<file path="config.mk">
export PLATFORM = sky130hd
export DESIGN_NAME = dataPort_flat
export DESIGN_NICKNAME = d
export VERILOG_FILES = /design/src/hdl/cpu8If.sv /design/src/hdl/dataPort.sv /design/src/flat_wrapper.sv
export SDC_FILE = /design/constraint.sdc
export NUM_CORES = 2
export LEC_CHECK = 0
export BUFFER_PORTS_ARGS = -buffer_cell sky130_fd_sc_hd__buf_2
export CELL_PAD_IN_SITES_DETAIL_PLACEMENT = 1
export CELL_PAD_IN_SITES_GLOBAL_PLACEMENT = 1
export CORE_MARGIN = 8
export CORE_UTILIZATION = 56
export DETAILED_ROUTE_END_ITERATION = 12
export HOLD_SLACK_MARGIN = 0.1
export PLACE_DENSITY_LB_ADDON = 0.1
export SLEW_MARGIN = 20
export SYNTH_ARGS = -nofsm -noshare
export SYNTH_HDL_FRONTEND = slang
export SYNTH_SLANG_ARGS = --single-unit
</file>
<file path="constraint.sdc">
create_clock -name clk -period 2.1 [get_ports clk]
set_clock_uncertainty 0.05 [all_clocks]
set_input_delay 0.525 -clock clk [delete_from_list [all_inputs] [get_ports clk]]
set_output_delay 0.525 -clock clk [all_outputs]
set_load 0.005 [all_outputs]
</file>
<file path="src/hdl/cpu8If.sv">
`timescale 1ns/10ps
`default_nettype none


//**********************************************************************
// Data side, RAM access and output port
//**********************************************************************
interface dataIf #(
    parameter int dataAddrWidth = 8
) ();
    logic [dataAddrWidth-1:0] addr;
    logic [7:0]               wrData;   // RAM write data or output value
    logic                     wrEn;
    logic                     rdEn;
    logic                     outEn;    // Load output register
    logic [7:0]               rdData;   // Valid the cycle after rdEn

    modport core (output addr, wrData, wrEn, rdEn, outEn,
                  input  rdData);
    modport port (input  addr, wrData, wrEn, rdEn, outEn,
                  output rdData);
endinterface

`default_nettype wire

</file>
<file path="src/hdl/dataPort.sv">
`timescale 1ns/10ps
`default_nettype none

module dataPort #(
    parameter int dataAddrWidth = 8
) (
    input  logic       clk,
    input  logic       rstN,
    output logic [7:0] outData,
    output logic       outStrobe,
    dataIf.port        dat
);

    //******************************************************************
    // Data RAM
    //******************************************************************
    logic [7:0] ram [0:(1<<dataAddrWidth)-1];

    always_ff @(posedge clk) begin
        if (dat.wrEn) begin
            ram[dat.addr] <= dat.wrData;
        end
        if (dat.rdEn) begin
            dat.rdData <= ram[dat.addr];    // Ready next cycle
        end
    end

    //******************************************************************
    // Output register and strobe
    //******************************************************************
    // Value held until the next OUT
    always_ff @(posedge clk) begin
        if (dat.outEn) begin
            outData <= dat.wrData;
        end
    end

    // High for one cycle, aligned with new outData
    always_ff @(posedge clk or negedge rstN) begin
        if (!rstN) begin
            outStrobe <= 1'b0;
        end else begin
            outStrobe <= dat.outEn;
        end
    end

endmodule

`default_nettype wire

</file>
<file path="src/flat_wrapper.sv">
// flat-port wrapper written by rule: the top's interface ports become plain ports
module dataPort_flat 
#(
    parameter int dataAddrWidth = 8
)
  (clk, rstN, outData, outStrobe, dat_addr, dat_wrData, dat_wrEn, dat_rdEn, dat_outEn, dat_rdData);
  dataIf #(.dataAddrWidth(dataAddrWidth)) dat_i ();
  input  logic clk;
  input  logic rstN;
  output logic [7:0] outData;
  output logic outStrobe;
  input wire logic [$bits(dat_i.addr)-1:0] dat_addr;
  input wire logic [$bits(dat_i.wrData)-1:0] dat_wrData;
  input wire logic [$bits(dat_i.wrEn)-1:0] dat_wrEn;
  input wire logic [$bits(dat_i.rdEn)-1:0] dat_rdEn;
  input wire logic [$bits(dat_i.outEn)-1:0] dat_outEn;
  output wire logic [$bits(dat_i.rdData)-1:0] dat_rdData;
  assign dat_i.addr = dat_addr;
  assign dat_i.wrData = dat_wrData;
  assign dat_i.wrEn = dat_wrEn;
  assign dat_i.rdEn = dat_rdEn;
  assign dat_i.outEn = dat_outEn;
  assign dat_rdData = dat_i.rdData;
  dataPort #(.dataAddrWidth(dataAddrWidth)) u_core (.clk(clk), .rstN(rstN), .outData(outData), .outStrobe(outStrobe), .dat(dat_i));
endmodule
</file>
==> impl_metrics.toml <==
[status]
run_status = "complete, but fails checks"
violations = "setup timing"

[clock_network]
clkSlewWorstSetupHoldPaths_ns = 0.06
clock_path_buffers = 3
cts_tree = "yes"
cts_buffers = 203
root_buffer = "clkbuf_16"
h-tree-depth = 4
cts.sinks = 2065
insertion_delay_ns = 0.85

[sta]
worstMarginPinSlew_ns = 0.7720
slew_viol_final = 0
max_freq_ghz = 0.3908
hold_viol = 0
relSlewSlack = 0.4853
setup_violations = 11
min_period_over_period = 1.218
fin_ws_ns = -0.4587
period_needed_ns = 2.559
rsz0062_at_grt = "yes"

[routing]
drtIter0Drc = 4434
vias = 40770
dr.pass1.iters = 5
wl_per_cell_um = 35.69
via_per_inst = 6.615
ant_nets = 0
drc = 0
wl_mm = 220.0

[worst_setup_path]
worst_path_max_delay_cell = "o41ai_4"
start_kind = "input port"
crit_path_max_fanout = 8
cp.arrival_ns = 3.08
cp-end-kind = "register"
ff2ff_setup_slack_ns = -0.45
r2r-end = "u_core.dat.rdData[0]"
cpPeakStageDelay_ns = 0.63
reg2reg_from = "u_core.ram[91][0]"
cp_cell_sequence = "buf_12 > buf_16 > buf_12 > buf_12 > mux4_2 > a22oi_2 > a21oi_4 > o41ai_4 > buf_4 > nand4_1"
cp-startpoint = "dat_addr[0]"
cpMostUsedCell = "buf_12"
crit_type = "in2reg"
ff2ff_path_depth = 6
cp.required_ns = 2.62
crit_end = "u_core.dat.rdData[2]"

[global_routing]
grt_max_degree = 65
grt_overflow = 0
antenna_found_initial = 3
grt_pass1_vias = 42980
grtUsageTotal = 0.2869
grt_pass1_wl_mm = 314.6

[logic_synthesis]
syn-num-nets = 3577
synth_cells = 3556
synth_edf_count = 2064
syn_area_um2 = 78830
synth_top_cell_area_share = 0.7863
ys_ff_latch = 2065
yosysSeqAreaShare = 0.7866
synthTopCellsByCount = "edfxtp_1, mux4_2, a22oi_1"
yosysTopAreaCell = "edfxtp_1"
synthArstFlopShare = 0.0004843
synth_area_leaders = "edfxtp_1, mux4_2, a22oi_1, nor2_1, a21oi_1"
ys_types = 22
ys.flop_type = "edfxtp_1"
yosysWarnings = 0
syn_area_per_cell_um2 = 22.17
synth.most_common_cell = "edfxtp_1"

[cells_and_area]
diodes = 0
area_delta_synth_final_pct = 21.58
fin_area_um2 = 95840
nets = 4137
drive_above_1_share = 0.4151

[placed_design]
place_area_um2 = 87950
place_ws_ns = -1.884
io_buffers = 37
routabilityCongestion = 0.8421
dpl.hpwl_mm = 140.3

[die]
io_pins = 38
die_h_um = 391.2
initial_core_util = 0.5642
core_um2 = 139700
die_w_um = 391.2
die_area_um2 = 153000
rows = 137

[flow_run]
maxCapViolations = 0

[pwr]
p_leak_nw = 29.89
power.density_nw_per_um2 = 895.7
ir_worst_vdd_mv = 0.9958

[min_path]
hold_path_class = "in2reg"
==> layout make-up <==
cell class	instances	area (um2)
clock buffer	243	5230
clock inverter	134	1159
fill	10590	43870
inverter	1	3.754
multi-input combinational	1258	18430
sequential	2065	62000
tap	1876	2347
timing repair buffer	587	6663
==> per-layer routing <==
layer / track usage / vias to the layer above / part of all wire
li1: - / 16300 / -
met2: 0.4758 / 2088 / 0.50
met1: 0.3911 / 22020 / 0.39
met3: 0.04970 / 365 / 0.075
met4: 0.09924 / 0 / 0.034
met5: 0 / - / 0
==> kinds of logic (layout without fill, tap and decap cells) <==
| family | Yosys count | count (layout) | synth area share |
|---|---|---|---|
| flops | 2065 | 2065 | 0.7866 |
| buf+inv | 233 | 965 | 0.01381 |
| mux | 512 | 512 | 0.1463 |
| simple gates | 330 | 330 | 0.01725 |
| compound gates | 416 | 416 | 0.03606 |
==> state kept, by name, summed over array words and instances, names as in the netlist <==
register,flops
u_core.outData,8
u_core.ram,2048
u_core.outStrobe,1
u_core.dat.rdData,8
==> worst max-delay path, delay by kind of cell <==
| kind | cells | cell delay, ns |
|---|---|---|
| AOI/OAI and AO/OA | 3 | 1.05 |
| buffers and inverters | 5 | 0.86 |
| muxes | 1 | 0.52 |
| and+or+nand+nor | 1 | 0.08 |
==> layout by cell type, fill, tap and decap left out, types with 4 or more instances in the layout <==
master	n
nand4_1	8
nand3_1	5
nor2_2	12
nor3_2	25
o41ai_4	16
clkbuf_16	204
buf_16	9
a21oi_4	9
clkinvlp_4	8
dlygate4sd3_1	5
nand2_4	4
nand2_2	8
a21oi_2	51
nand2_1	16
clkbuf_8	8
o41ai_2	15
nor2_1	57
inv_16	5
a21oi_1	68
clkinv_2	32
clkinv_1	64
nor2_4	163
clkinv_8	8
bufinv_16	13
edfxtp_1	2064
clkbuf_1	40
nand2b_1	5
a22oi_2	94
buf_2	26
buf_4	367
buf_6	9
buf_12	162
nor2b_1	4
nand3_2	5
a22oi_1	162
nor3_1	5
mux4_2	512
==> metrics by stage <==
step                      hold slack [ns]  setup TNS [ns]  utilization  instances  total power, mW
after floorplan                    0.1794         -363.75            -       3556            48.59
after CTS                          0.1032          -2.411       0.6846       6163            86.08
final                              0.1372          -2.619       0.6860       6164            85.84
after global placement             0.2499        -1053.73       0.6294       5769            50.96
after detailed placement           0.2522        -1129.84       0.6295       5769            51.16
after global routing               0.1133          -2.962       0.6860       6164            87.55
==> how the worst min path moves through the flow <==
| stage | cells past startpoint | end | from |
|---|---|---|---|
| finish | 1 | u_core.ram[66][3] | dat_wrData[3] |
| detailed placement | 1 | u_core.outStrobe | rstN |
| global route | 1 | u_core.ram[66][3] | dat_wrData[3] |
| CTS | 1 | u_core.ram[66][3] | dat_wrData[3] |
| global placement | 1 | u_core.outStrobe | rstN |
| floorplan | 0 | u_core.outStrobe | rstN |
==> repair_timing <==
action | CTS | global route
hold buffers | 5 | 0
hold endpoints to repair | 22 | 0
setup buffers | 11 | 0
resized for setup | 197 | 34
cloned | 2 | 1
pin swaps | 63 | 29
endpoints found under the setup margin | 14 | 12
==> power by group <==
| group | leakage (nW) | total, mW | switching [mW] | internal [mW] |
|---|---|---|---|---|
| clock network | 3.09 | 35.2 | 15.7 | 19.4 |
| registers | 18.6 | 45.5 | 0.0553 | 45.4 |
| logic | 8.22 | 5.18 | 3.09 | 2.09 |
| total | 29.9 | 85.8 | 18.9 | 67.0 |
Power figures use the tool's default switching activity.
