<file path="config.mk">
export PLATFORM = sky130hd
export DESIGN_NAME = fetchUnit_flat
export DESIGN_NICKNAME = d
export VERILOG_FILES = /design/src/hdl/cpu8Pkg.sv /design/src/hdl/cpu8If.sv /design/src/hdl/fetchUnit.sv /design/src/flat_wrapper.sv
export SDC_FILE = /design/constraint.sdc
export NUM_CORES = 2
export LEC_CHECK = 0
export ABC_CLOCK_PERIOD_IN_PS = 4800
export BUFFER_PORTS_ARGS = -buffer_cell sky130_fd_sc_hd__buf_2
export CAP_MARGIN = 10
export CORE_MARGIN = 2
export CORE_UTILIZATION = 40
export CTS_CLUSTER_SIZE = 16
export DETAILED_ROUTE_END_ITERATION = 8
export HOLD_SLACK_MARGIN = 0.05
export SLEW_MARGIN = 10
export SYNTH_ARGS = -nofsm -noshare
export SYNTH_HDL_FRONTEND = slang
export SYNTH_SLANG_ARGS = --single-unit
</file>
<file path="constraint.sdc">
create_clock -name clk -period 4.8 [get_ports clk]
set_input_delay 0.96 -clock clk [delete_from_list [all_inputs] [get_ports clk]]
set_output_delay 0.96 -clock clk [all_outputs]
set_load 0.005 [all_outputs]
</file>
<file path="src/hdl/cpu8Pkg.sv">
`default_nettype none

package cpu8Pkg;

    //******************************************************************
    // Opcodes, 4-bit field in the low nibble of every instruction
    //******************************************************************
    localparam logic [3:0] opNop  = 4'h0;
    localparam logic [3:0] opLdi  = 4'h1;   // rd <= imm
    localparam logic [3:0] opAdd  = 4'h2;
    localparam logic [3:0] opSub  = 4'h3;
    localparam logic [3:0] opAnd  = 4'h4;
    localparam logic [3:0] opOr   = 4'h5;
    localparam logic [3:0] opXor  = 4'h6;
    localparam logic [3:0] opAdc  = 4'h7;   // Add with carry flag
    localparam logic [3:0] opSt   = 4'h8;   // mem[rs] <= rd
    localparam logic [3:0] opLd   = 4'h9;   // rd <= mem[rs]
    localparam logic [3:0] opOut  = 4'hA;
    localparam logic [3:0] opOutf = 4'hB;   // Output the status word
    localparam logic [3:0] opJz   = 4'hC;
    localparam logic [3:0] opHalt = 4'hD;

    // Status word bit positions, bit 3 unused
    localparam int flagC = 0;
    localparam int flagZ = 1;
    localparam int flagN = 2;

    //******************************************************************
    // Instruction word layouts
    //******************************************************************
    typedef struct packed {
        logic [3:0] rd;     // [15:12]
        logic [7:0] imm;    // [11:4]
        logic [3:0] op;     // [3:0]
    } immFieldsT;

    typedef struct packed {
        logic [3:0] rd;     // [15:12]
        logic [3:0] rs;     // [11:8]
        logic [3:0] spare;
        logic [3:0] op;     // Same place as in immFieldsT
    } regFieldsT;

    // One word, two views
    typedef union packed {
        immFieldsT immF;
        regFieldsT regF;
    } instrWordT;

endpackage

`default_nettype wire

</file>
<file path="src/hdl/cpu8If.sv">
`timescale 1ns/10ps
`default_nettype none

//**********************************************************************
// Fetch side, program counter and instruction word
//**********************************************************************
interface fetchIf import cpu8Pkg::*; ();
    instrWordT  instr;          // Registered imem output
    logic [7:0] pc;
    logic       fetchEn;        // Read at pc, then pc+1
    logic       jumpEn;
    logic [7:0] jumpTarget;
    logic       pcClear;        // Level, holds pc at 0

    modport fetch (output instr, pc,
                   input  fetchEn, jumpEn, jumpTarget, pcClear);
    modport core  (input  instr, pc,
                   output fetchEn, jumpEn, jumpTarget, pcClear);
endinterface


`default_nettype wire

</file>
<file path="src/hdl/fetchUnit.sv">
`timescale 1ns/10ps
`default_nettype none

module fetchUnit import cpu8Pkg::*; (
    input  logic        clk,
    input  logic        rstN,
    input  logic        progWrEn,
    input  logic [7:0]  progAddr,
    input  logic [15:0] progData,
    fetchIf.fetch       fch
);

    //******************************************************************
    // Instruction memory, 256 words
    //******************************************************************
    instrWordT imem [0:255];

    // Program load port, only used while the core is idle
    always_ff @(posedge clk) begin
        if (progWrEn) begin
            imem[progAddr] <= progData;
        end
    end

    // Synchronous read, one cycle latency
    always_ff @(posedge clk) begin
        if (fch.fetchEn) begin
            fch.instr <= imem[fch.pc];
        end
    end

    //******************************************************************
    // Program counter
    //******************************************************************
    // Clear wins over jump, jump over fetch
    always_ff @(posedge clk or negedge rstN) begin
        if (!rstN) begin
            fch.pc <= 8'd0;
        end else if (fch.pcClear) begin
            fch.pc <= 8'd0;
        end else if (fch.jumpEn) begin
            fch.pc <= fch.jumpTarget;          // Absolute target
        end else if (fch.fetchEn) begin
            fch.pc <= fch.pc + 8'd1;           // Wraps at 255
        end
    end

endmodule

`default_nettype wire

</file>
<file path="src/flat_wrapper.sv">
// flat-port wrapper written by rule: the top's interface ports become plain ports
module fetchUnit_flat import cpu8Pkg::*;
  (clk, rstN, progWrEn, progAddr, progData, fch_instr, fch_pc, fch_fetchEn, fch_jumpEn, fch_jumpTarget, fch_pcClear);
  fetchIf fch_i ();
  input  logic clk;
  input  logic rstN;
  input  logic progWrEn;
  input  logic [7:0] progAddr;
  input  logic [15:0] progData;
  output wire logic [$bits(fch_i.instr)-1:0] fch_instr;
  output wire logic [$bits(fch_i.pc)-1:0] fch_pc;
  input wire logic [$bits(fch_i.fetchEn)-1:0] fch_fetchEn;
  input wire logic [$bits(fch_i.jumpEn)-1:0] fch_jumpEn;
  input wire logic [$bits(fch_i.jumpTarget)-1:0] fch_jumpTarget;
  input wire logic [$bits(fch_i.pcClear)-1:0] fch_pcClear;
  assign fch_instr = fch_i.instr;
  assign fch_pc = fch_i.pc;
  assign fch_i.fetchEn = fch_fetchEn;
  assign fch_i.jumpEn = fch_jumpEn;
  assign fch_i.jumpTarget = fch_jumpTarget;
  assign fch_i.pcClear = fch_pcClear;
  fetchUnit u_core (.clk(clk), .rstN(rstN), .progWrEn(progWrEn), .progAddr(progAddr), .progData(progData), .fch(fch_i));
endmodule
</file>
==> summary.md <==
| Metric | Value |
|---|---|
| Initial Utilization | `0.4016` |
| Grt met1 use | `0.3260` |
| Drt total wl | `484100 um` |
| Final #Nets | `7958` |
| Worst setup SP type | `flip-flop` |
| GRT Residual Overflow | `0` |
| Initial antenna violation count | `39` |
| Global routing usage on met3 | `0.04976` |
| Sequential area share after synthesis | `0.7789` |
| Reg-to-reg critical path endpoint | `u_core.fch.instr[12]` |
| Pwr Density | `417.2 nW/um^2` |
| TritonCTS clock tree | `done` |
| Status | `finished clean` |
| Drt wl/cell | `35.82 um` |
| Final core utilization | `0.4609` |
| RSZ-0062 raised after global routing | `no` |
| Clock network fraction of design power | `0.411` |
| FMAX | `213.8 MHz` |
| I/O pin count | `62` |
| P_leak | `56.22 nW` |
| Hold Path Class | `input pin to flip-flop` |
| Post-synth top flop | `edfxtp_1` |
| Minimum clock period | `4.678 ns` |
| Avg Vias per Cell | `6.075` |
| Synthesized cell area | `158800 sq um` |
| Total Die Area | `402000 sq um` |
| CTS max path bufs | `4` |
| Crit path required time | `5.44 ns` |
| Yosys warnings | `0` |
| Most heavily used metal layer in global routing | `met2` |
| Final period utilization | `0.9745` |
| Layout cells sized above 1 | `0.2869` |
| Tot GR Track Use | `0.2370` |
| Commonest non-fill, non-tap cell in the layout | `edfxtp_1` |
| Clock Latency Late Sink | `0.99 ns` |
| Sink Count | `4120` |
| Reg2reg path depth | `9` |
| Most frequent cells in the layout | `edfxtp_1 (4112), mux4_2 (910), buf_4 (605)` |
| Yosys cell types | `79` |
| Clock Skews | `0.09609 ns` |
| Setup TNS | `0 ns` |
| Slew at the pin closest to its max-slew limit | `1.257 ns` |
| Register-to-register setup slack | `0.12 ns` |
| Async SR Flop Fraction | `0.001942` |
| Core box area | `395400 sq um` |
| Synthesized instance count | `7217` |
| Max_cap viols | `0` |
| Met2 usage | `0.3733` |
| Reg power frac | `0.523` |
| Comb power frac | `0.066` |
| Int Pwr | `59.04 mW` |
| Routability Congestion | `0.8978` |
| Die W | `634.0 um` |
| FP Rows | `231` |
| Via count | `82.10k` |
| Largest net degree at the start of global routing | `128` |
| First-pass GRT wire length | `660400 um` |
| Endpoint class of the critical path | `flip-flop` |
| WS Path Type | `flip-flop to flip-flop` |
| Worst setup path startpoint | `u_core.fch.pc[0]` |
| Post-synth EDFFs | `4112` |
| Pre-antenna DRT Iters | `8` |
| Vias in the first global route | `79.88k` |
| Remaining DRCs | `0` |
| H-Tree Depth | `5` |
| Crit path max fanout | `35` |
| Area Growth Syn to Fin | `14.78%` |
| Worst Path Arrival | `5.32 ns` |
| Synthesized net count | `7256` |
| Final Hold Fails | `0` |
| Sw Ratio | `0.2236` |
| Root Driver | `clkbuf_16` |
| Post-route ant nets | `0` |
| DRT iter0 DRCs | `13.02k` |
| Reg clk slew, reported paths | `0.06 ns` |
| Synth Register Bits | `4120` |
| Worst ir drop on vdd | `0.3137 mV` |
| Fin. max-slew vios | `0` |
| Rel. slew slack | `0.1402` |
| Die Ht | `634.0 um` |
| Final setup fails | `0` |
| Number of CTS-inserted buffers | `406` |
| Hpwl dp | `300600 um` |
| Net load switching power | `17.00 mW` |
| CP endpoint | `u_core.fch.instr[12]` |
| RR Startpoint | `u_core.fch.pc[0]` |
| IO Port Bufs | `61` |
| Synthesized area per cell | `22.00 sq um` |
-- worst max-delay path, stage by stage, from the launching register on --
cell	delay [ns]
dfrtp_4	0.96
buf_12	0.28
buf_12	0.31
buf_4	0.27
mux4_2	0.58
mux2i_1	0.19
o21a_1	0.21
a31oi_1	0.19
o31ai_1	1.15
o2bb2ai_1	0.11
-- sequential cells by signal, indices dropped and copies added, names as in the netlist --
register          count
u_core.imem        4096
u_core.fch.instr     16
u_core.fch.pc         8
-- cells in the mapped netlist, types with 14 or more instances --
library cell	count	area (sq um)
mux2_2	15	168.9
a211oi_1	46	345.3
a221o_1	15	150.1
nor3_1	16	80.08
nand4_1	14	87.58
nor2_1	296	1111
a31oi_1	21	131.4
a22oi_1	118	885.9
a221oi_1	84	735.7
mux4_2	910	20490
o221ai_1	40	350.3
buf_4	28	210.2
o21ai_1	18	90.09
o211ai_1	26	195.2
buf_8	22	330.3
edfxtp_1	4112	123500
a21oi_1	170	850.8
nand2_1	152	570.6
clkbuf_1	179	671.9
buf_1	24	90.09
buf_2	106	530.5
nand3_1	54	270.3
nor2b_1	22	137.6
o21ai_0	50	250.2
mux2i_1	342	3423
o22ai_1	42	262.8
a22o_1	27	236.5
buf_6	67	754.5
-- repair_timing --
| item | CTS | global route |
|---|---|---|
| endpoints found under the setup margin | 1 | 0 |
| setup buffers | 0 | 0 |
| hold endpoints to repair | 8 | 0 |
| hold buffers | 1 | 0 |
| gates resized for setup | 1 | 0 |
-- metrics by stage --
stage / cell area (sq um) / worst slack (ns) / std cells / power [mW] / hold slack (ns)
detailed placement: 169200 / 0.01823 / 12750 / 45.53 / 0.8747
floorplan: 158800 / 1.675 / 7217 / 42.99 / 0.6644
global placement: 169200 / 0.09815 / 12750 / 45.46 / 0.8749
CTS: 182200 / 0.01316 / 13490 / 76.35 / 0.1515
global route: 182200 / 0.1168 / 13510 / 77.78 / 0.2540
finish: 182200 / 0.1225 / 13510 / 76.04 / 0.2212
-- layer usage --
metal,share of wire,vias to the layer above
met2,0.47,5001
met3,0.11,823
met5,0.00017,-
met4,0.042,12
met1,0.38,44230
li1,-,32030
-- power by group through the flow --
stage | registers (mW) | logic [mW] | clock network [mW]
finish | 39.8 | 5.00 | 31.2
detailed placement | 40.6 | 4.97 | 0
global placement | 40.5 | 4.92 | 0
global route | 39.8 | 5.15 | 32.8
CTS | 39.8 | 4.98 | 31.6
floorplan | 40.5 | 2.52 | 0
-- area by class of cell --
| type | count | area, sq um |
|---|---|---|
| Tap cell | 5242 | 6559 |
| Clock inverter | 225 | 2141 |
| Clock buffer | 514 | 10770 |
| Multi-Input combinational cell | 2653 | 32690 |
| Fill cell | 32540 | 213100 |
| Timing Repair Buffer | 731 | 6284 |
| Antenna cell | 22 | 55.05 |
| Inverter | 7 | 36.28 |
| Sequential cell | 4120 | 123700 |
-- how the worst min path moves through the flow --
stage	endpoint	from	slack [ns]	depth (start not counted)
after floorplan	u_core.fch.pc[0]	rstN	0.66	0
after global placement	u_core.fch.pc[7]	rstN	0.87	1
after detailed placement	u_core.fch.pc[7]	rstN	0.87	1
after CTS	u_core.fch.pc[7]	fch_jumpTarget[7]	0.15	3
after global routing	u_core.fch.pc[7]	fch_jumpTarget[7]	0.25	3
final	u_core.fch.pc[7]	fch_jumpTarget[7]	0.22	3
-- cells by family (layout without fill, tap and decap cells) --
family / Yosys count / after routing / synth area share
other: 0 / 22 / 0
and+or+nand+nor: 622 / 622 / 0.01724
buffers and inverters: 444 / 1477 / 0.01785
AOI/OAI and AO/OA: 754 / 754 / 0.03366
xor gates and xnor gates: 7 / 7 / 0.0003861
DFF: 4120 / 4120 / 0.7789
muxes: 1269 / 1269 / 0.1518
adders and majority gates: 1 / 1 / 0.00007879
No activity file was read; power rests on OpenSTA's default activity.
